--- config.mk ---
export PLATFORM = sky130hd
export DESIGN_NAME = synthesizer
export DESIGN_NICKNAME = d
export VERILOG_FILES = /design/src/design/synth_pkg.sv /design/src/design/midi_uart_rx.sv /design/src/design/midi_parser.sv /design/src/design/voice_table.sv /design/src/design/tone_mixer.sv /design/src/design/synth_regs.sv /design/src/design/synthesizer.sv
export SDC_FILE = /design/constraint.sdc
export NUM_CORES = 1
export LEC_CHECK = 0
export ABC_AREA = 1
export BUFFER_PORTS_ARGS = -buffer_cell sky130_fd_sc_hd__buf_2
export CAP_MARGIN = 20
export CORE_ASPECT_RATIO = 0.6
export CORE_MARGIN = 2
export CORE_UTILIZATION = 50
export CTS_BUF_LIST = sky130_fd_sc_hd__clkbuf_8
export DETAILED_ROUTE_END_ITERATION = 8
export PLACE_DENSITY_LB_ADDON = 0.12
export REMOVE_ABC_BUFFERS = 1
export SLEW_MARGIN = 10
export SYNTH_ARGS = -nofsm -noshare
export SYNTH_HDL_FRONTEND = slang
export SYNTH_SLANG_ARGS = --single-unit
--- constraint.sdc ---
create_clock -name CLOCK_50 -period 7.46 [get_ports CLOCK_50]
set_input_delay 1.492 -clock CLOCK_50 [delete_from_list [all_inputs] [get_ports CLOCK_50]]
set_output_delay 1.492 -clock CLOCK_50 [all_outputs]
set_load 0.02 [all_outputs]
--- src/design/synth_pkg.sv ---
/*
 * shared synth definitions: midi byte union, note message codes,
 * key / velocity / sample widths, cpu register addresses
 */
package synth_pkg;

    //////////////////////////////////////////////////
    // midi byte, one wire word seen two ways
    typedef union packed {
        struct packed {
            logic       marker;     // 1 on a status byte
            logic [2:0] msg_type;   // upper nibble without the marker
            logic [3:0] channel;    // midi channel 0..15
        } status;
        struct packed {
            logic       marker;     // 0 on a data byte
            logic [6:0] value;      // key number or velocity
        } data;
    } midi_byte_t;

    // message type codes as seen in the status view
    localparam logic [2:0] MSG_NOTE_OFF = 3'd0;   // 0x8n
    localparam logic [2:0] MSG_NOTE_ON  = 3'd1;   // 0x9n

    //////////////////////////////////////////////////
    // datapath widths
    localparam int KEY_W    = 7;    // midi key number
    localparam int VEL_W    = 7;    // midi velocity
    localparam int SAMPLE_W = 16;   // signed audio sample

    //////////////////////////////////////////////////
    // cpu register map
    localparam logic [1:0] REG_ADDR_CHANNEL = 2'd0;   // r/w, low nibble
    localparam logic [1:0] REG_ADDR_KEYS_ON = 2'd1;   // ro, one bit per voice
    localparam logic [1:0] REG_ADDR_DROPS   = 2'd2;   // ro, saturating

endpackage

--- src/design/midi_uart_rx.sv ---
/*
 * midi serial receiver: 2-flop input sync, start bit check,
 * mid-bit sampling, lsb first shift, stop bit check
 */
`timescale 1ns/1ps

module midi_uart_rx #(
    parameter int CLKS_PER_BIT = 1600
) (
    input  logic       CLOCK_50,
    input  logic       io_reset,
    input  logic       midi_rxd,
    output logic [7:0] rx_byte,
    output logic       rx_valid
);

    localparam int CNT_W = (CLKS_PER_BIT > 2) ? $clog2(CLKS_PER_BIT) : 1;
    localparam logic [CNT_W-1:0] HALF_BIT = CNT_W'(CLKS_PER_BIT / 2 - 1);
    localparam logic [CNT_W-1:0] FULL_BIT = CNT_W'(CLKS_PER_BIT - 1);

    // receiver states
    localparam logic [1:0] S_IDLE  = 2'd0;
    localparam logic [1:0] S_START = 2'd1;
    localparam logic [1:0] S_DATA  = 2'd2;
    localparam logic [1:0] S_STOP  = 2'd3;

    logic             rxd_meta;
    logic             rxd_sync;
    logic [1:0]       state;
    logic [CNT_W-1:0] bit_cnt;   // clocks into current bit
    logic [2:0]       bit_idx;   // data bit number
    logic [7:0]       shift;

    // line idles high, so sync flops come out of reset high
    always_ff @(posedge CLOCK_50) begin
        if (io_reset) begin
            rxd_meta <= 1'b1;
            rxd_sync <= 1'b1;
        end else begin
            rxd_meta <= midi_rxd;
            rxd_sync <= rxd_meta;
        end
    end

    always_ff @(posedge CLOCK_50) begin
        if (io_reset) begin
            state    <= S_IDLE;
            bit_cnt  <= '0;
            bit_idx  <= '0;
            rx_valid <= 1'b0;
        end else begin
            rx_valid <= 1'b0;   // single cycle strobe
            case (state)
                S_IDLE: begin
                    bit_cnt <= '0;
                    bit_idx <= '0;
                    if (!rxd_sync) state <= S_START;   // falling edge
                end
                S_START: begin
                    if (bit_cnt == HALF_BIT) begin
                        bit_cnt <= '0;
                        state   <= rxd_sync ? S_IDLE : S_DATA;   // glitch check
                    end else begin
                        bit_cnt <= bit_cnt + 1'b1;
                    end
                end
                S_DATA: begin
                    if (bit_cnt == FULL_BIT) begin
                        bit_cnt <= '0;
                        bit_idx <= bit_idx + 1'b1;
                        if (bit_idx == 3'd7) state <= S_STOP;
                    end else begin
                        bit_cnt <= bit_cnt + 1'b1;
                    end
                end
                default: begin   // S_STOP, sampled mid bit
                    if (bit_cnt == FULL_BIT) begin
                        state    <= S_IDLE;
                        rx_valid <= rxd_sync;   // framing error gives no strobe
                    end else begin
                        bit_cnt <= bit_cnt + 1'b1;
                    end
                end
            endcase
        end
    end

    // lsb arrives first
    always_ff @(posedge CLOCK_50) begin
        if (state == S_DATA && bit_cnt == FULL_BIT) shift <= {rxd_sync, shift[7:1]};
    end

    assign rx_byte = shift;   // stable until next data bit

endmodule

--- src/design/midi_parser.sv ---
/*
 * midi message parser: status / data byte fsm, channel filter,
 * note-on and note-off event pulses with key and velocity
 */
`timescale 1ns/1ps

module midi_parser (
    input  logic                       CLOCK_50,
    input  logic                       io_reset,
    input  logic [7:0]                 rx_byte,
    input  logic                       rx_valid,
    input  logic [3:0]                 midi_ch,
    output logic                       note_on_evt,
    output logic                       note_off_evt,
    output logic [synth_pkg::KEY_W-1:0] evt_key,
    output logic [synth_pkg::VEL_W-1:0] evt_vel
);

    // parser states
    localparam logic [1:0] P_IDLE = 2'd0;   // disarmed, data bytes dropped
    localparam logic [1:0] P_KEY  = 2'd1;   // waiting for key byte
    localparam logic [1:0] P_VEL  = 2'd2;   // waiting for velocity byte

    synth_pkg::midi_byte_t             in_byte;
    logic                              note_status;   // note msg on our channel
    logic                              vel_zero;
    logic [1:0]                        state;
    logic                              msg_on;        // armed by a note-on status
    logic [synth_pkg::KEY_W-1:0]       key_hold;

    assign in_byte = rx_byte;

    always_comb begin
        note_status = 1'b0;
        if (in_byte.status.msg_type == synth_pkg::MSG_NOTE_ON ||
            in_byte.status.msg_type == synth_pkg::MSG_NOTE_OFF) begin
            note_status = (in_byte.status.channel == midi_ch);
        end
    end

    assign vel_zero = (in_byte.data.value == '0);   // note-on vel 0 means release

    //////////////////////////////////////////////////
    // byte sequencing
    always_ff @(posedge CLOCK_50) begin
        if (io_reset) begin
            state        <= P_IDLE;
            msg_on       <= 1'b0;
            note_on_evt  <= 1'b0;
            note_off_evt <= 1'b0;
        end else begin
            note_on_evt  <= 1'b0;
            note_off_evt <= 1'b0;
            if (rx_valid) begin
                if (in_byte.status.marker) begin
                    // any status byte rearms or disarms
                    if (note_status) begin
                        state  <= P_KEY;
                        msg_on <= (in_byte.status.msg_type == synth_pkg::MSG_NOTE_ON);
                    end else begin
                        state <= P_IDLE;
                    end
                end else begin
                    case (state)
                        P_KEY: state <= P_VEL;
                        P_VEL: begin
                            state        <= P_IDLE;   // no running status
                            note_on_evt  <= msg_on && !vel_zero;
                            note_off_evt <= !msg_on || vel_zero;
                        end
                        default: state <= P_IDLE;   // stray data byte
                    endcase
                end
            end
        end
    end

    // key and velocity capture, held through the event pulse
    always_ff @(posedge CLOCK_50) begin
        if (rx_valid && !in_byte.data.marker) begin
            if (state == P_KEY) key_hold <= in_byte.data.value;
            if (state == P_VEL) begin
                evt_key <= key_hold;
                evt_vel <= in_byte.data.value;
            end
        end
    end

endmodule

--- src/design/voice_table.sv ---
/*
 * voice allocation table: key, velocity and active flag per voice,
 * lowest free voice allocation, release by key, dropped-note pulse
 */
`timescale 1ns/1ps

module voice_table #(
    parameter int VOICES = 4
) (
    input  logic                                CLOCK_50,
    input  logic                                io_reset,
    input  logic                                note_on_evt,
    input  logic                                note_off_evt,
    input  logic [synth_pkg::KEY_W-1:0]         evt_key,
    input  logic [synth_pkg::VEL_W-1:0]         evt_vel,
    output logic [VOICES-1:0]                   keys_on,
    output logic [VOICES*synth_pkg::KEY_W-1:0]  voice_keys,
    output logic [VOICES*synth_pkg::VEL_W-1:0]  voice_vels,
    output logic                                note_dropped
);

    localparam int KW = synth_pkg::KEY_W;
    localparam int VW = synth_pkg::VEL_W;

    logic [VOICES-1:0] hit;      // active voices holding evt_key
    logic [VOICES-1:0] free_v;   // idle voices
    logic [VOICES-1:0] alloc;    // lowest idle voice, one-hot
    logic [VOICES-1:0] target;   // voice written by a note-on
    logic              any_hit;

    //////////////////////////////////////////////////
    // key match and free voice search
    always_comb begin
        for (int i = 0; i < VOICES; i++) begin
            hit[i] = keys_on[i] && (voice_keys[i*KW +: KW] == evt_key);
        end
    end

    assign any_hit = |hit;
    assign free_v  = ~keys_on;
    assign alloc   = free_v & (~free_v + 1'b1);   // isolate lowest set bit
    assign target  = any_hit ? hit : alloc;       // retrigger keeps its voice

    //////////////////////////////////////////////////
    // active flags and overflow
    always_ff @(posedge CLOCK_50) begin
        if (io_reset) begin
            keys_on      <= '0;
            note_dropped <= 1'b0;
        end else begin
            note_dropped <= note_on_evt && !any_hit && (free_v == '0);   // table full
            if (note_on_evt) begin
                keys_on <= keys_on | target;   // no-op when full
            end else if (note_off_evt) begin
                keys_on <= keys_on & ~hit;     // unheld key leaves hit empty
            end
        end
    end

    // per voice key and velocity
    always_ff @(posedge CLOCK_50) begin
        for (int i = 0; i < VOICES; i++) begin
            if (note_on_evt && target[i]) begin
                voice_keys[i*KW +: KW] <= evt_key;
                voice_vels[i*VW +: VW] <= evt_vel;   // refresh on retrigger
            end
        end
    end

endmodule

--- src/design/tone_mixer.sv ---
/*
 * square-wave tone mixer: sample divider, per-voice phase
 * accumulators, signed sum of active voices
 */
`timescale 1ns/1ps

module tone_mixer #(
    parameter int VOICES     = 4,
    parameter int SAMPLE_DIV = 1024
) (
    input  logic                                CLOCK_50,
    input  logic                                io_reset,
    input  logic [VOICES-1:0]                   keys_on,
    input  logic [VOICES*synth_pkg::KEY_W-1:0]  voice_keys,
    input  logic [VOICES*synth_pkg::VEL_W-1:0]  voice_vels,
    output logic signed [synth_pkg::SAMPLE_W-1:0] sound_out,
    output logic                                sample_strobe
);

    localparam int KW      = synth_pkg::KEY_W;
    localparam int VW      = synth_pkg::VEL_W;
    localparam int SW      = synth_pkg::SAMPLE_W;
    localparam int PHASE_W = 16;
    localparam int DIV_W   = (SAMPLE_DIV > 2) ? $clog2(SAMPLE_DIV) : 1;
    localparam logic [DIV_W-1:0] DIV_LAST = DIV_W'(SAMPLE_DIV - 1);

    logic [DIV_W-1:0]   div_cnt;
    logic               tick;              // last clock of a sample period
    logic [PHASE_W-1:0] phase [VOICES];
    logic signed [SW-1:0] mix;

    //////////////////////////////////////////////////
    // sample rate divider
    assign tick = (div_cnt == DIV_LAST);

    always_ff @(posedge CLOCK_50) begin
        if (io_reset) begin
            div_cnt       <= '0;
            sample_strobe <= 1'b0;
        end else begin
            div_cnt       <= tick ? '0 : div_cnt + 1'b1;
            sample_strobe <= tick;   // lines up with the new sound_out
        end
    end

    // phase step is key + 1, so key 0 still moves
    always_ff @(posedge CLOCK_50) begin
        for (int i = 0; i < VOICES; i++) begin
            if (io_reset || !keys_on[i]) begin
                phase[i] <= '0;   // idle voice restarts at the top half
            end else if (tick) begin
                phase[i] <= phase[i] + PHASE_W'(voice_keys[i*KW +: KW]) + 1'b1;
            end
        end
    end

    //////////////////////////////////////////////////
    // mixer, amplitude is velocity x 16
    always_comb begin
        logic signed [SW-1:0] amp;
        mix = '0;
        for (int i = 0; i < VOICES; i++) begin
            amp = SW'({voice_vels[i*VW +: VW], 4'b0000});
            if (keys_on[i]) mix = phase[i][PHASE_W-1] ? mix - amp : mix + amp;
        end
    end

    always_ff @(posedge CLOCK_50) begin
        if (io_reset) sound_out <= '0;
        else if (tick) sound_out <= mix;   // held between strobes
    end

endmodule

--- src/design/synth_regs.sv ---
/*
 * cpu register block: channel register, keys_on readback,
 * saturating dropped-note counter
 */
`timescale 1ns/1ps

module synth_regs #(
    parameter int VOICES = 4
) (
    input  logic              CLOCK_50,
    input  logic              io_reset,
    input  logic              cpu_read,
    input  logic              cpu_write,
    input  logic [1:0]        address,
    input  logic [7:0]        writedata,
    input  logic [VOICES-1:0] keys_on,
    input  logic              note_dropped,
    output logic [7:0]        readdata,
    output logic [3:0]        midi_ch
);

    logic [7:0] drop_cnt;

    // only the channel register is writable
    always_ff @(posedge CLOCK_50) begin
        if (io_reset) midi_ch <= '0;
        else if (cpu_write && address == synth_pkg::REG_ADDR_CHANNEL) midi_ch <= writedata[3:0];
    end

    always_ff @(posedge CLOCK_50) begin
        if (io_reset) drop_cnt <= '0;
        else if (note_dropped && drop_cnt != 8'hff) drop_cnt <= drop_cnt + 1'b1;   // sticks at 255
    end

    // read mux, data shows up the cycle after cpu_read
    always_ff @(posedge CLOCK_50) begin
        if (io_reset) begin
            readdata <= '0;
        end else if (cpu_read) begin
            case (address)
                synth_pkg::REG_ADDR_CHANNEL: readdata <= {4'b0000, midi_ch};
                synth_pkg::REG_ADDR_KEYS_ON: readdata <= 8'(keys_on);
                synth_pkg::REG_ADDR_DROPS:   readdata <= drop_cnt;
                default:                     readdata <= '0;   // unmapped
            endcase
        end
    end

endmodule

--- src/design/synthesizer.sv ---
/*
 * synth top: midi receiver, parser, voice table, tone mixer, cpu registers
 */
`timescale 1ns/1ps

module synthesizer #(
    parameter int VOICES       = 4,
    parameter int CLKS_PER_BIT = 1600,   // 50 MHz / 31250 baud
    parameter int SAMPLE_DIV   = 1024
) (
    input  logic                                  CLOCK_50,
    input  logic                                  io_reset,
    input  logic                                  midi_rxd,
    input  logic                                  cpu_read,
    input  logic                                  cpu_write,
    input  logic [1:0]                            address,
    input  logic [7:0]                            writedata,
    output logic [7:0]                            readdata,
    output logic [VOICES-1:0]                     keys_on,
    output logic signed [synth_pkg::SAMPLE_W-1:0] sound_out,
    output logic                                  sample_strobe
);

    logic [7:0]                               rx_byte;
    logic                                     rx_valid;
    logic [3:0]                               midi_ch;
    logic                                     note_on_evt;
    logic                                     note_off_evt;
    logic [synth_pkg::KEY_W-1:0]              evt_key;
    logic [synth_pkg::VEL_W-1:0]              evt_vel;
    logic [VOICES*synth_pkg::KEY_W-1:0]       voice_keys;
    logic [VOICES*synth_pkg::VEL_W-1:0]       voice_vels;
    logic                                     note_dropped;

    //////////////////////////////////////////////////
    // midi input path
    midi_uart_rx #(.CLKS_PER_BIT(CLKS_PER_BIT)) u_uart_rx (
        .CLOCK_50(CLOCK_50), .io_reset(io_reset), .midi_rxd(midi_rxd),
        .rx_byte(rx_byte), .rx_valid(rx_valid)
    );

    midi_parser u_parser (
        .CLOCK_50(CLOCK_50), .io_reset(io_reset),
        .rx_byte(rx_byte), .rx_valid(rx_valid), .midi_ch(midi_ch),
        .note_on_evt(note_on_evt), .note_off_evt(note_off_evt),
        .evt_key(evt_key), .evt_vel(evt_vel)
    );

    //////////////////////////////////////////////////
    // voices and audio
    voice_table #(.VOICES(VOICES)) u_voices (
        .CLOCK_50(CLOCK_50), .io_reset(io_reset),
        .note_on_evt(note_on_evt), .note_off_evt(note_off_evt),
        .evt_key(evt_key), .evt_vel(evt_vel),
        .keys_on(keys_on), .voice_keys(voice_keys), .voice_vels(voice_vels),
        .note_dropped(note_dropped)
    );

    tone_mixer #(.VOICES(VOICES), .SAMPLE_DIV(SAMPLE_DIV)) u_mixer (
        .CLOCK_50(CLOCK_50), .io_reset(io_reset),
        .keys_on(keys_on), .voice_keys(voice_keys), .voice_vels(voice_vels),
        .sound_out(sound_out), .sample_strobe(sample_strobe)
    );

    // cpu side
    synth_regs #(.VOICES(VOICES)) u_regs (
        .CLOCK_50(CLOCK_50), .io_reset(io_reset),
        .cpu_read(cpu_read), .cpu_write(cpu_write), .address(address),
        .writedata(writedata), .keys_on(keys_on), .note_dropped(note_dropped),
        .readdata(readdata), .midi_ch(midi_ch)
    );

endmodule

== Word level (Yosys, flattened, before mapping) ==
Memory sizes are Yosys's and may differ from the RTL's.
Index checks and enable logic that the tools add are counted.
Storage, ports and cells
  bits in writable memories: 64
  word-level logic and storage cells: 182
  input bits: 15
  register bits after elaboration: 161
  ROM bits: 0
  memories: 1
  latch bits: 0
Operators by class
  bitwise operators: 13
  multiplexer cells: 50
  eq/ne operators: 22
  shift operators: 0
  reduce and logical (&&, ||, !) cells: 46
  div/mod/pow operators: 0
  add/subtract/negate cells: 20
  $mul: 0
  order comparisons: 0
Memory list
  u_mixer.phase: words 4, width 16, read ports 4, clocked after Yosys merged registers in 0, wr ports 4, line tone_mixer.sv:29  | logic [PHASE_W-1:0] phase [VOICES];
Operator list (number)
  16-bit 2-to-1 mux: 12
  16-bit by 1-bit adder with 16-bit output (second input constant): 4
  16-bit by 7-bit adder with 16-bit output: 4
  16-bit by 12-bit adder with 16-bit output: 3
  16-bit by 12-bit subtractor with 16-bit output: 3
  11-bit 2-to-1 mux: 3
  11-bit one-hot mux with 3 select lines: 1
  7-bit equality test: 4
  8-bit one-hot mux with 3 select lines: 1
  1-bit 2-to-1 mux: 19
  2-bit 2-to-1 mux: 8
  1-bit logical AND: 15
  4-bit 2-to-1 mux: 3
  4-bit NOT: 3
  1-bit by 11-bit subtractor with 12-bit output (first input constant): 1
  11-bit by 1-bit adder with 11-bit output (second input constant): 1
  11-bit by 10-bit equality test with 1-bit output (second input constant): 1
  11-bit equality test (second input constant): 1
  10-bit by 1-bit adder with 10-bit output (second input constant): 1
  10-bit equality test (second input constant): 1
  8-bit by 1-bit adder with 8-bit output (second input constant): 1
  4-bit AND: 2
  1-bit logical NOT: 8
  8-bit != test (second input constant): 1
  other kinds (29): 50

== Logic depth before layout (Yosys ltp) ==
Gate-level depths: netlist of the first run.
  depth in word-level cells: 12
  gate-level depth with buffers: 36
  gate-level depth less buffers: 36

== Hierarchy ==
A second synthesis of the first run with hierarchy kept.
Unflattened totals
  cells, all modules: 1512
  area, all modules: 12919.9 um2
Modules (own cells, without submodules)
  tone_mixer: instances 1, area an instance 7193.1 um2, cells an instance 961, seq. area each 2382.3 um2
  voice_table: instances 1, area an instance 2449.8 um2, cells an instance 186, seq. area each 1781.7 um2
  midi_uart_rx: instances 1, area an instance 1308.8 um2, cells an instance 143, seq. area each 620.6 um2
  synth_regs: instances 1, area an instance 998.5 um2, cells an instance 143, seq. area each 400.4 um2
  midi_parser: instances 1, area an instance 969.7 um2, cells an instance 79, seq. area each 730.7 um2

== Least setup slack after synthesis of the first run ==
OpenSTA, ideal clock, no wires.
  path kind: flip-flop to flip-flop
  start: register u_voices.voice_vels[0] in the netlist's numbering
  end: register u_mixer.sound_out[15] in the netlist's numbering
  required time: 7.347 ns
  cell stages (with the launch flop): 31
  slack: 2.856 ns
  library setup time: 0.113 ns
  data arrival time: 4.490 ns
  cell sequence: edfxtp_1 inv_1 ha_1 or2_2 o21ai_0 a21oi_1 ha_1 nand2_1 nand2_1 a31oi_1 xor2_1 o21ai_0 ha_1 inv_1 o21bai_1 a21oi_1 o21ai_0 xnor2_1 nand2_1 o21ai_0 inv_1 ha_1 nand2_1 o21ai_0 nand3_1 nand2_1 nand2_1 o211ai_1 nand4_1 nand3_1 nand2_1
Between the ends
  word-level cells in the longest chain between the ends: 12
RTL lines
  start, declared: line voice_table.sv:18  | output logic [VOICES*synth_pkg::VEL_W-1:0] voice_vels,
  start signal, assigned by index: line voice_table.sv:65  | voice_vels[i*VW +: VW] <= evt_vel;
  1-bit by 11-bit subtractor with 12-bit output: line tone_mixer.sv:64  | if (keys_on[i]) mix = phase[i][PHASE_W-1] ? mix - amp : mix + amp;
  16-bit 2-to-1 mux (*) (2 in a row): line tone_mixer.sv:64
  16-bit by 12-bit adder with 16-bit output / 16-bit by 12-bit subtractor with 16-bit output (equally long branches): line tone_mixer.sv:64
  16-bit 2-to-1 mux: line tone_mixer.sv:64
  16-bit 2-to-1 mux (*): line tone_mixer.sv:64
  16-bit by 12-bit adder with 16-bit output / 16-bit by 12-bit subtractor with 16-bit output (equally long branches): line tone_mixer.sv:64
  16-bit 2-to-1 mux: line tone_mixer.sv:64
  16-bit 2-to-1 mux (*): line tone_mixer.sv:64
  16-bit by 12-bit adder with 16-bit output / 16-bit by 12-bit subtractor with 16-bit output (equally long branches): line tone_mixer.sv:64
  16-bit 2-to-1 mux: line tone_mixer.sv:64
  16-bit 2-to-1 mux (*): line tone_mixer.sv:64
  end signal, assigned: line tone_mixer.sv:70  | else if (tick) sound_out <= mix;
  end, declared: line tone_mixer.sv:16  | output logic signed [synth_pkg::SAMPLE_W-1:0] sound_out,
Mark *: on every way between the ends. The rest lies on a longest branch, timed or not.
A chain may end at the register's enable or synchronous reset.

==> results of run 1 <==
-- path summary, 6_finish.rpt --
| check | to | slack [ns] | cells after the start |
|---|---|---|---|
| hold reg to reg | u_uart_rx.rxd_sync | 0.41 | 1 |
| setup reg to reg | u_mixer.sound_out[15] | 2.10 | 29 |
| setup / recovery | u_mixer.sound_out[15] | 2.10 | 29 |
| hold / removal | u_uart_rx.rxd_sync | 0.41 | 1 |
-- per-layer routing --
metal | GRT usage | vias up | wire length, um
met4 | 0.0580 | 0 | 429
met2 | 0.292 | 207 | 10500
met1 | 0.350 | 4321 | 14500
met5 | 0 | - | 0
li1 | - | 4861 | -
met3 | 0.0373 | 38 | 1580
-- stage by stage --
step	setup slack, ns	instance area [um2]	power [uW]	util
after floorplan	2.82	12200	1400	-
after global placement	2.29	12900	1420	0.533
after detailed placement	2.17	12900	1420	0.533
after CTS	2.13	13600	2470	0.562
after global routing	1.52	13600	2540	0.562
final	2.10	13600	2430	0.562
-- cell families (layout without fill, tap and decap cells) --
group	after synthesis	count (layout)	share of synthesized area
flip-flops	221	221	0.480
XOR/XNOR	70	70	0.0497
AO/OA/AOI/OAI	247	247	0.111
other	1	4	0.000304
buffers and inverters	235	324	0.0732
AND/OR/NAND/NOR	559	559	0.203
adder cells (fa/ha/maj)	77	77	0.0824
-- registers in the layout (all words and copies together), names as in the netlist, 2 cells and up --
name,flops
u_regs.drop_cnt,8
u_regs.readdata,8
u_parser.key_hold,7
u_parser.evt_vel,7
u_uart_rx.rx_byte,8
u_uart_rx.state,2
u_voices.voice_vels,28
u_uart_rx.bit_cnt,11
u_uart_rx.bit_idx,3
u_mixer.phase,64
u_regs.midi_ch,4
u_voices.voice_keys,28
u_voices.keys_on,4
u_parser.evt_key,7
u_mixer.sound_out,12
u_parser.state,2
u_mixer.div_cnt,10
-- placed cells by master, fill, tap and decap left out, drive strengths merged, types with 4 or more instances in the layout --
| master | Yosys | final |
|---|---|---|
| nand2 | 242 | 242 |
| nor3 | 31 | 31 |
| a211oi | 7 | 7 |
| ha | 70 | 70 |
| fa | 7 | 7 |
| and2 | 4 | 4 |
| or2 | 13 | 13 |
| clkinv | 4 | 23 |
| o211ai | 10 | 10 |
| inv | 208 | 214 |
| a21oi | 105 | 105 |
| dfxtp | 72 | 72 |
| nor2 | 165 | 165 |
| o21ai | 90 | 90 |
| edfxtp | 149 | 149 |
| o21bai | 8 | 8 |
| nand3 | 67 | 67 |
| buf | 8 | 44 |
| xor2 | 44 | 44 |
| clkbuf | 15 | 42 |
| nor4 | 11 | 11 |
| nand4 | 15 | 15 |
| a31oi | 7 | 7 |
| conb | 1 | 4 |
| xnor2 | 26 | 26 |
| nor3b | 6 | 6 |
-- power breakdown --
part,internal [uW],leakage (uW),switching [uW]
sequential,1300,0.00214,11.5
combinational,26.9,0.00318,55.8
clock,521,0.000386,511
-- final cells by class --
type,count,share of cell area
timing repair buffer,44,0.0179
multi-input combinational,957,0.407
sequential,221,0.436
clock inverter,26,0.00903
clock buffer,42,0.0426
tap,322,0.0297
inverter,212,0.0586
==> qor.txt, run 1 <==
OUTCOME
------------------------------------------------------------------------------------
Result of the run ..................................................... complete, no violations

STA
------------------------------------------------------------------------------------
Period utilisation layout .............................................        0.719
Period minus WS final .................................................      5.36 ns
Final count of hold timing violations .................................            0
Total negative slack ..................................................         0 ns
Finish-stage setup viols ..............................................            0
Transition at the pin with the smallest max-transition slack ..........     0.850 ns
Final worst clock skew ................................................    0.0256 ns
RSZ-0062 raised after global routing ..................................           no
Relative max-transition margin ........................................        0.431
Final Hold Slack ......................................................     0.408 ns
Max Clk Rate ..........................................................      187 MHz
Final max-slew violation count ........................................            0

GLOBAL ROUTE
------------------------------------------------------------------------------------
Number of global-route vias before repair .............................         8765
Maximum number of pins on one net before global-route repair ..........           26
First-pass GRT wire length ............................................     44500 um
Total routing resource utilization after global routing ...............        0.216
Antenna violations before repair ......................................            0
Global route total overflow ...........................................            0

CRITICAL PATH
------------------------------------------------------------------------------------
Category of the most critical setup path ..............................      reg2reg
Worst endpoint data arrival time ......................................      5.79 ns
WP data required ......................................................      7.89 ns
Critical path startpoint .............................................. u_mixer.phase[0][15]
Startpoint kind of the worst setup timing path ........................    flip-flop
Top delay family on crit path ......................................... compound AO/OA/AOI/OAI gates
Total buffers and inverters traversed by the critical path ............            3
Most frequent cell on the critical path ............................... sky130_fd_sc_hd__nand2_1
Highest fanout seen on the critical path ..............................            7
Launch instance of the worst register-to-register path ................ u_mixer.phase[0][15]
Largest stage delay, worst path .......................................      0.53 ns
Crit. End Element .....................................................    flip-flop
Slowest stage cell on the critical path ............................... sky130_fd_sc_hd__edfxtp_1

CTS
------------------------------------------------------------------------------------
Buffer cell driving the clock tree root ............................... sky130_fd_sc_hd__clkbuf_8
Number of buffers inserted to repair setup after CTS ..................            0
Cts-stage hold buffer count ...........................................            0
CTS tree ..............................................................          yes
Clock sink count ......................................................          221
Worst-Skew Late Latency ...............................................      0.55 ns
H-tree Lvls ...........................................................            2
Number of buffers created by CTS ......................................           37
Count of instances resized after the clock tree is built ..............            0
Maximum buffer depth of the clock tree ................................            3
Clock Pin Slew Worst Setup and Hold Paths .............................      0.07 ns

FLOORPLAN
------------------------------------------------------------------------------------
Die Outline Area ......................................................   0.0260 mm2
Core Area .............................................................   0.0242 mm2
Die boundary width ....................................................       207 um
Starting density of the core ..........................................        0.510
IO Pins ...............................................................           44
Standard-cell row count ...............................................           44
Vertical die dimension ................................................       126 um

YOSYS
------------------------------------------------------------------------------------
Unique cell type count in the Yosys netlist ...........................           50
Post-synthesis register bit count .....................................          221
Share of Yosys cell area claimed by the top area cell type ............        0.363
Most frequent cell after synthesis .................................... sky130_fd_sc_hd__nand2_1
Ranking of synthesized cells by area .................................. sky130_fd_sc_hd__edfxtp_1 36%, sky130_fd_sc_hd__dfxtp_1 12%, sky130_fd_sc_hd__ha_1 7.1%, sky130_fd_sc_hd__nand2_1 7.1%, sky130_fd_sc_hd__inv_1 6.3%
Count of synthesis-stage warnings from yosys ..........................            0
Count of flip-flops with a built-in enable after synthesis ............          149
Predominant post-synthesis flop cell .................................. sky130_fd_sc_hd__edfxtp_1
Fraction of the yosys area taken by sequential cells ..................        0.480
Commonest cells in the synthesized netlist ............................ 233 x sky130_fd_sc_hd__nand2_1, 206 x sky130_fd_sc_hd__inv_1, 160 x sky130_fd_sc_hd__nor2_1
Cell type contributing the most total cell area after synthesis ....... sky130_fd_sc_hd__edfxtp_1
Number of standard cells after synthesis ..............................         1410
Proportion of synthesized flip-flops having asynchronous set or reset .            0
Synthesized area per cell .............................................     8.74 um2
Cell Area, Synth ......................................................   0.0123 mm2

POWER AND IR DROP
------------------------------------------------------------------------------------
Lkg Pwr ...............................................................   0.00570 uW
Peak supply drop ......................................................       132 uV
Pwr dens ..............................................................   179 mW/mm2

ROUTE
------------------------------------------------------------------------------------
Detailed-route wire length ............................................     27000 um
Iteration count of the initial detailed-routing pass ..................            5
Via count normalized by instance count ................................         5.17
Vias ..................................................................         9427
Average wire per standard cell ........................................      14.8 um
Detail Route Antenna Nets .............................................            0
Number of remaining DRC errors ........................................            0
Starting DRT DRC Count ................................................          696

FINAL LAYOUT
------------------------------------------------------------------------------------
Area delta synth->final ...............................................        10.2%
Non-Filler Instances ..................................................         1824
Multi-input logic area ................................................  0.00553 mm2
Share of post-route cells with drive strength above 1 .................       0.0932
Antenna Cells .........................................................            0
Count of nets after finishing .........................................         1565
Storage cell area .....................................................  0.00592 mm2
Count of fill cells added during filler insertion .....................         2233

PLACED DESIGN
------------------------------------------------------------------------------------
Placed wire-length estimate after detailed placement ..................     19900 um
Placed cells ..........................................................         1756
Number of port buffers ................................................           35
Final weighted congestion in routability-driven placement .............        0.844

RUN
------------------------------------------------------------------------------------
Max-cap violations ....................................................            0

HOLD PATH
------------------------------------------------------------------------------------
Hold path startpoint .................................................. u_uart_rx.rxd_meta
Hold Crit Class .......................................................      reg2reg

Note: power is estimated with default switching activity, not from simulation.
==> run 2: changes to the inputs <==
==> constraint.sdc (replaced) <==
create_clock -name CLOCK_50 -period 4.95 [get_ports CLOCK_50]
set_input_delay 0.99 -clock CLOCK_50 [delete_from_list [all_inputs] [get_ports CLOCK_50]]
set_output_delay 0.99 -clock CLOCK_50 [all_outputs]
set_load 0.02 [all_outputs]
==> qor.txt, run 2 (synthesis gave the netlist of run 1 again) <==
CTS
---------------------------------------------------------------------------
Number of buffers created by CTS .............................           36   -2.7%
Worst-Skew Late Latency ......................................      0.56 ns   about the same
Maximum buffer depth of the clock tree .......................            3   unchanged
Clock Pin Slew Worst Setup and Hold Paths ....................      0.06 ns   about the same
CTS tree .....................................................          yes
H-tree Lvls ..................................................            2   unchanged
Cts-stage hold buffer count ..................................            0   unchanged
Buffer cell driving the clock tree root ...................... sky130_fd_sc_hd__clkbuf_8
Clock sink count .............................................          221   unchanged

ROUTE
---------------------------------------------------------------------------
Starting DRT DRC Count .......................................          634   -8.9%
Iteration count of the initial detailed-routing pass .........            5   unchanged
Via count normalized by instance count .......................         5.15   -0.45%
Vias .........................................................         9498   +0.75%
Detailed-route wire length ...................................     27300 um   +0.93%
Average wire per standard cell ...............................      14.8 um   -0.27%
Number of remaining DRC errors ...............................            0   unchanged
Detail Route Antenna Nets ....................................            0   unchanged

FINAL LAYOUT
---------------------------------------------------------------------------
Largest register FFs .........................................           64   unchanged
Antenna Cells ................................................            0   unchanged
Top reg by flops ............................................. u_mixer.phase
Area delta synth->final ......................................        13.5%
Commonest cells after routing, fill and taps aside ........... 232 x sky130_fd_sc_hd__nand2_1, 213 x sky130_fd_sc_hd__inv_1, 159 x sky130_fd_sc_hd__nor2_1, 149 x sky130_fd_sc_hd__edfxtp_1, 96 x sky130_fd_sc_hd__a21oi_1
Count of fill cells added during filler insertion ............         2121   -5.0%
Multi-input logic area .......................................  0.00569 mm2   +3.0%
Count of nets after finishing ................................         1589   +1.5%
Share of post-route cells with drive strength above 1 ........        0.130   +0.0367
Leading cell type in the layout, fill and taps excluded ...... sky130_fd_sc_hd__nand2_1
Storage cell area ............................................  0.00592 mm2   unchanged
Leading registers by flop count .............................. u_mixer.phase x64, u_voices.voice_keys x28, u_voices.voice_vels x28

CRITICAL PATH
---------------------------------------------------------------------------
Largest stage delay, worst path ..............................      0.34 ns   -0.19 ns
Worst endpoint data arrival time .............................      5.06 ns   -0.73 ns
Category of the most critical setup path .....................      reg2reg
Total buffers and inverters traversed by the critical path ...            2   -1
Reg2Reg Depth ................................................           28   -3.4%
Launch instance of the worst register-to-register path ....... u_voices.voice_vels[0]
Internal reg-to-reg setup slack ..............................      0.30 ns   -1.80 ns
Most frequent cell on the critical path ...................... sky130_fd_sc_hd__ha_1
Capture point of the worst reg-to-reg path ................... u_mixer.sound_out[14]
Top delay family on crit path ................................ compound AO/OA/AOI/OAI gates
Startpoint kind of the worst setup timing path ...............    flip-flop
Crit. End Element ............................................    flip-flop
WP data required .............................................      5.35 ns   -2.54 ns
Slowest stage cell on the critical path ...................... sky130_fd_sc_hd__edfxtp_1
Highest fanout seen on the critical path .....................            4   -3

PLACED DESIGN
---------------------------------------------------------------------------
Placed wire-length estimate after detailed placement .........     19900 um   +0.29%
Number of port buffers .......................................           35   unchanged
Final weighted congestion in routability-driven placement ....        0.840   -0.52%

HOLD PATH
---------------------------------------------------------------------------
Hold Crit Class ..............................................      reg2reg
Hold path startpoint ......................................... u_uart_rx.rxd_meta
Min-Delay Endpoint ........................................... u_uart_rx.rxd_sync
Hold Path Cell Cnt ...........................................            1   unchanged

STA
---------------------------------------------------------------------------
Finish-stage setup viols .....................................            0   unchanged
Final Hold Slack .............................................     0.405 ns   -0.00313 ns
Period utilisation layout ....................................        0.940   +0.222
Final count of hold timing violations ........................            0   unchanged
Relative max-transition margin ...............................        0.404   -0.0268
Period minus WS final ........................................      4.65 ns   -0.707 ns
Total negative slack .........................................         0 ns   unchanged
Final max-slew violation count ...............................            0   unchanged
Final worst clock skew .......................................    0.0318 ns   +0.00627 ns
Max Clk Rate .................................................      215 MHz   +15%
Transition at the pin with the smallest max-transition slack .     0.892 ns   +0.0421 ns

GLOBAL ROUTE
---------------------------------------------------------------------------
Number of global-route vias before repair ....................         8806   +0.47%
First-pass GRT wire length ...................................     44700 um   +0.47%
Maximum number of pins on one net before global-route repair .           26   unchanged
Total routing resource utilization after global routing ......        0.217   +0.00132
Global route total overflow ..................................            0   unchanged
Antenna violations before repair .............................            0   unchanged

POWER AND IR DROP
---------------------------------------------------------------------------
Pwr dens .....................................................   273 mW/mm2   +53%
Lkg Pwr ......................................................   0.00588 uW   +3.2%
Peak supply drop .............................................       241 uV   +83%

FLOORPLAN
---------------------------------------------------------------------------
Die boundary width ...........................................       207 um   unchanged
IO Pins ......................................................           44   unchanged
Starting density of the core .................................        0.510   unchanged
Die Outline Area .............................................   0.0260 mm2   unchanged
Core Area ....................................................   0.0242 mm2   unchanged
Standard-cell row count ......................................           44   unchanged
Vertical die dimension .......................................       126 um   unchanged

OUTCOME
---------------------------------------------------------------------------
Result of the run ............................................ complete, no violations

RUN
---------------------------------------------------------------------------
Max-cap violations ...........................................            0   unchanged

==> run 2: changes by cell type in the layout (fill, tap and decap cells not counted), sizes merged <==
cell and change:
buf +25, clkinv -8, clkinvlp -1, inv +3, bufinv +3
==> run 2: power by group <==
part | leakage (uW) | switching [uW] | internal, uW
combinational | 0.00332 | 85.3 | 40.6
clock | 0.000427 | 773 | 937
sequential | 0.00214 | 17.4 | 1960
==> run 2: metal layers <==
| metal | up-vias | part of all wire | global-route usage |
|---|---|---|---|
| met3 | 38 | 0.061 | 0.0424 |
| met1 | 4342 | 0.54 | 0.352 |
| met4 | 0 | 0.016 | 0.0555 |
| li1 | 4900 | - | - |
| met2 | 218 | 0.38 | 0.291 |
| met5 | - | 0 | 0 |
==> run 2: timing repair <==
| action | 4_1_cts | 5_1_grt |
|---|---|---|
| buffers inserted | 0 | 5 |
| resized for setup | 2 | 48 |
| hold endpoints to repair | 0 | 0 |
| endpoints found under the setup margin | 2 | 5 |
| pin swaps | 0 | 22 |
==> run 2: stage by stage <==
| step | power [uW] | setup WS (ns) | utilization | std cells | cell area, um2 |
|---|---|---|---|---|---|
| after CTS | 3860 | 0.0117 | 0.571 | 1841 | 13800 |
| after global placement | 2140 | 0.0538 | 0.539 | 1776 | 13000 |
| after global routing | 3950 | -0.0630 | 0.579 | 1846 | 14000 |
| final | 3820 | 0.296 | 0.579 | 1846 | 14000 |
| after floorplan | 2110 | 0.309 | - | 1390 | 12200 |
| after detailed placement | 2150 | -0.0568 | 0.539 | 1776 | 13000 |
==> run 2: final cells by class <==
class	instances	area share
tap	322	0.0288
clock buffer	42	0.0413
multi-input combinational	957	0.407
sequential	221	0.423
timing repair buffer	69	0.0308
inverter	212	0.0569
clock inverter	23	0.0130
==> run 2: worst max-delay path by stage <==
| stage | slack (ns) | to | startpoint | cells past startpoint |
|---|---|---|---|---|
| final | 0.30 | u_mixer.sound_out[14] | u_voices.voice_vels[0] | 28 |
| after global placement | 0.05 | u_mixer.sound_out[15] | u_voices.voice_vels[0] | 30 |
| after floorplan | 0.31 | u_mixer.sound_out[14] | u_voices.keys_on[0] | 21 |
| after CTS | 0.01 | u_mixer.sound_out[14] | u_voices.voice_vels[0] | 26 |
| after detailed placement | -0.06 | u_mixer.sound_out[15] | u_voices.voice_vels[0] | 31 |
| after global routing | -0.06 | u_mixer.sound_out[14] | u_voices.voice_vels[0] | 28 |
==> run 3: changes to the inputs <==
--- a/config.mk
+++ b/config.mk
@@ -10,7 +10,7 @@
 export CAP_MARGIN = 20
 export CORE_ASPECT_RATIO = 0.6
 export CORE_MARGIN = 2
-export CORE_UTILIZATION = 50
+export CORE_UTILIZATION = 25
 export CTS_BUF_LIST = sky130_fd_sc_hd__clkbuf_8
 export DETAILED_ROUTE_END_ITERATION = 8
 export PLACE_DENSITY_LB_ADDON = 0.12
==> constraint.sdc (replaced) <==
create_clock -name CLOCK_50 -period 3.9 [get_ports CLOCK_50]
set_input_delay 0.78 -clock CLOCK_50 [delete_from_list [all_inputs] [get_ports CLOCK_50]]
set_output_delay 0.78 -clock CLOCK_50 [all_outputs]
set_load 0.02 [all_outputs]
==> qor.txt, run 3 (synthesis gave the netlist of run 1 again) <==
FINAL LAYOUT
--------------------------------------------------------------------------------
Fraction of the core area covered by cells at the end of the flow .        0.324   -0.255
Leading cell type in the layout, fill and taps excluded ........... sky130_fd_sc_hd__nand2_1
Antenna Cells .....................................................            0   unchanged
Commonest cells after routing, fill and taps aside ................ 223 x sky130_fd_sc_hd__nand2_1, 213 x sky130_fd_sc_hd__inv_1, 158 x sky130_fd_sc_hd__buf_4, 154 x sky130_fd_sc_hd__nor2_1, 149 x sky130_fd_sc_hd__edfxtp_1
Share of post-route cells with drive strength above 1 .............        0.224   +0.0938
Top reg by flops .................................................. u_mixer.phase
Total non-filler cell area in the finished layout .................   0.0156 mm2   +12%
Count of nets after finishing .....................................         1719   +8.2%
Largest register FFs ..............................................           64   unchanged
Area delta synth->final ...........................................        26.9%
Leading registers by flop count ................................... u_mixer.phase x64, u_voices.voice_keys x28, u_voices.voice_vels x28

CTS
--------------------------------------------------------------------------------
CTS tree ..........................................................          yes
Worst-Skew Late Latency ...........................................      0.57 ns   about the same
Clock Pin Slew Worst Setup and Hold Paths .........................      0.06 ns   about the same
Number of buffers created by CTS ..................................           39   +8.3%
H-tree Lvls .......................................................            2   unchanged
Buffer cell driving the clock tree root ........................... sky130_fd_sc_hd__clkbuf_8
Maximum buffer depth of the clock tree ............................            3   unchanged
Clock sink count ..................................................          221   unchanged
Cts-stage hold buffer count .......................................            0   unchanged

CRITICAL PATH
--------------------------------------------------------------------------------
Launch instance of the worst register-to-register path ............ u_voices.voice_vels[0]
Internal reg-to-reg setup slack ...................................     -0.57 ns   -0.87 ns
Slowest stage cell on the critical path ........................... sky130_fd_sc_hd__edfxtp_1
Reg2Reg Depth .....................................................           27   -3.6%
Startpoint kind of the worst setup timing path ....................    flip-flop
Crit. End Element .................................................    flip-flop
WP data required ..................................................      4.33 ns   -1.02 ns
Worst endpoint data arrival time ..................................      4.90 ns   -0.16 ns
Worst setup path endpoint ......................................... u_mixer.sound_out[14]
Largest stage delay, worst path ...................................      0.36 ns   +0.02 ns
Highest fanout seen on the critical path ..........................            4   unchanged
Category of the most critical setup path ..........................      reg2reg
Critical path startpoint .......................................... u_voices.voice_vels[0]
Most frequent cell on the critical path ........................... sky130_fd_sc_hd__xor2_1
Capture point of the worst reg-to-reg path ........................ u_mixer.sound_out[14]

STA
--------------------------------------------------------------------------------
Final count of hold timing violations .............................            0   unchanged
Final setup slack of the worst path ...............................    -0.574 ns   -0.870 ns
Finish-stage setup viols ..........................................            6   +6
RSZ-0062 raised after global routing ..............................          yes
Period utilisation layout .........................................         1.15   +0.207
Transition at the pin with the smallest max-transition slack ......     0.883 ns   -0.00910 ns
Period minus WS final .............................................      4.47 ns   -0.180 ns
Relative max-transition margin ....................................        0.411   +0.00688
Max Clk Rate ......................................................      223 MHz   +4.0%
Final Hold Slack ..................................................     0.396 ns   -0.00918 ns
Final worst clock skew ............................................    0.0251 ns   -0.00671 ns
Final max-slew violation count ....................................            0   unchanged

ROUTE
--------------------------------------------------------------------------------
Average wire per standard cell ....................................      14.2 um   -4.0%
Number of remaining DRC errors ....................................            0   unchanged
Vias ..............................................................         9833   +3.5%
Iteration count of the initial detailed-routing pass ..............            5   unchanged
Detail Route Antenna Nets .........................................            0   unchanged
Starting DRT DRC Count ............................................          568   -10%
Via count normalized by instance count ............................         4.28   -17%
Detailed-route wire length ........................................     32600 um   +19%

POWER AND IR DROP
--------------------------------------------------------------------------------
Peak supply drop ..................................................       188 uV   -22%
Switching power of the nets .......................................      1180 uW   +35%
Proportion of power drawn by the clock network ....................        0.435   -0.013
Combinational fraction of design power ............................        0.034   about the same
Share of power burned in registers ................................        0.531   +0.012
Switching power as a share of total power .........................        0.249   +0.0197
Cell-internal power ...............................................      3550 uW   +21%
Lkg Pwr ...........................................................   0.00652 uW   +11%
Pwr dens ..........................................................   303 mW/mm2   +11%

FLOORPLAN
--------------------------------------------------------------------------------
Die boundary width ................................................       291 um   +41%
Die Outline Area ..................................................   0.0512 mm2   +97%
IO Pins ...........................................................           44   unchanged
Standard-cell row count ...........................................           62   +41%
Core Area .........................................................   0.0483 mm2   +100%
Vertical die dimension ............................................       176 um   +40%
Starting density of the core ......................................        0.255   -0.255

PLACED DESIGN
--------------------------------------------------------------------------------
Minimum setup slack after placement ...............................     -1.05 ns   -0.996 ns
Dpl cell area .....................................................   0.0143 mm2   +9.4%
Final weighted congestion in routability-driven placement .........        0.766   -8.8%
Placed wire-length estimate after detailed placement ..............     23900 um   +20%
Number of port buffers ............................................           35   unchanged

RUN
--------------------------------------------------------------------------------
Max-cap violations ................................................            0   unchanged

GLOBAL ROUTE
--------------------------------------------------------------------------------
Global route total overflow .......................................            0   unchanged
Total routing resource utilization after global routing ...........        0.131   -0.0864
Antenna violations before repair ..................................            1   +1
Number of global-route vias before repair .........................         9690   +10%
First-pass GRT wire length ........................................     53100 um   +19%
Maximum number of pins on one net before global-route repair ......           26   unchanged

HOLD PATH
--------------------------------------------------------------------------------
Hold Crit Class ...................................................       in2reg

OUTCOME
--------------------------------------------------------------------------------
Result of the run ................................................. finished, violations left
Violations in the final reports ................................... negative setup slack

run 3: cell count changes in the layout (fill, tap and decap cells not counted), sizes merged:
cell / change
buf: +127
clkbuf: -3
clkinvlp: +1
bufinv: -2
clkinv: +5
inv: +6
run 3: through the flow:
stage / setup TNS, ns / total power, uW / instances
final: -2.53 / 4730 / 2298
after global routing: -4.73 / 4970 / 2298
after CTS: -3.13 / 4830 / 2298
after detailed placement: -5.72 / 2730 / 2204
after global placement: -4.99 / 2730 / 2204
after floorplan: -3.38 / 2670 / 1390
run 3: layout make-up:
class	count	area, um2
Clock inverter	33	175
Fill cell	5072	32600
Clock buffer	39	537
Sequential cell	221	5920
Tap cell	640	801
Multi-Input combinational cell	957	6020
Timing Repair Buffer	196	1400
Inverter	212	796
run 3: how the worst min path moves through the flow:
| stage | start | cells after the start | end | slack [ns] |
|---|---|---|---|---|
| floorplan | u_uart_rx.rxd_meta | 1 | u_uart_rx.rxd_sync | 0.39 |
| finish | midi_rxd | 2 | u_uart_rx.rxd_meta | 0.40 |
| CTS | midi_rxd | 2 | u_uart_rx.rxd_meta | 0.36 |
| global route | midi_rxd | 2 | u_uart_rx.rxd_meta | 0.36 |
| detailed placement | u_parser.key_hold[0] | 0 | u_parser.evt_key[0] | 0.40 |
| global placement | u_uart_rx.rxd_meta | 1 | u_uart_rx.rxd_sync | 0.40 |
run 3: what timing repair did:
item | 4_1_cts | 5_1_grt
pin swaps | 50 | 56
setup endpoints to repair | 9 | 8
setup buffers | 23 | 7
resized for setup | 58 | 64
run 3: critical path: cells and delay by family, from the launching register on:
| family | cells | cell delay, ns |
|---|---|---|
| flip-flops | 1 | 0.36 |
| AO/OA/AOI/OAI | 11 | 1.40 |
| AND/OR/NAND/NOR | 5 | 0.67 |
| adder cells (fa/ha/maj) | 4 | 1.02 |
| buffers and inverters | 4 | 0.46 |
| XOR/XNOR | 3 | 0.42 |
run 3: routing by layer:
layer,share of wire,up-vias,GRT usage
met4,0.015,0,0.0270
met3,0.040,36,0.0262
met5,0,-,0
met2,0.37,149,0.178
li1,-,5147,-
met1,0.57,4501,0.208
run 3: power by group through the flow:
stage | sequential, uW | combinational (uW) | clock (uW)
global route | 2520 | 191 | 2270
detailed placement | 2560 | 161 | 0
CTS | 2510 | 163 | 2160
finish | 2520 | 162 | 2060
floorplan | 2560 | 111 | 0
global placement | 2560 | 161 | 0
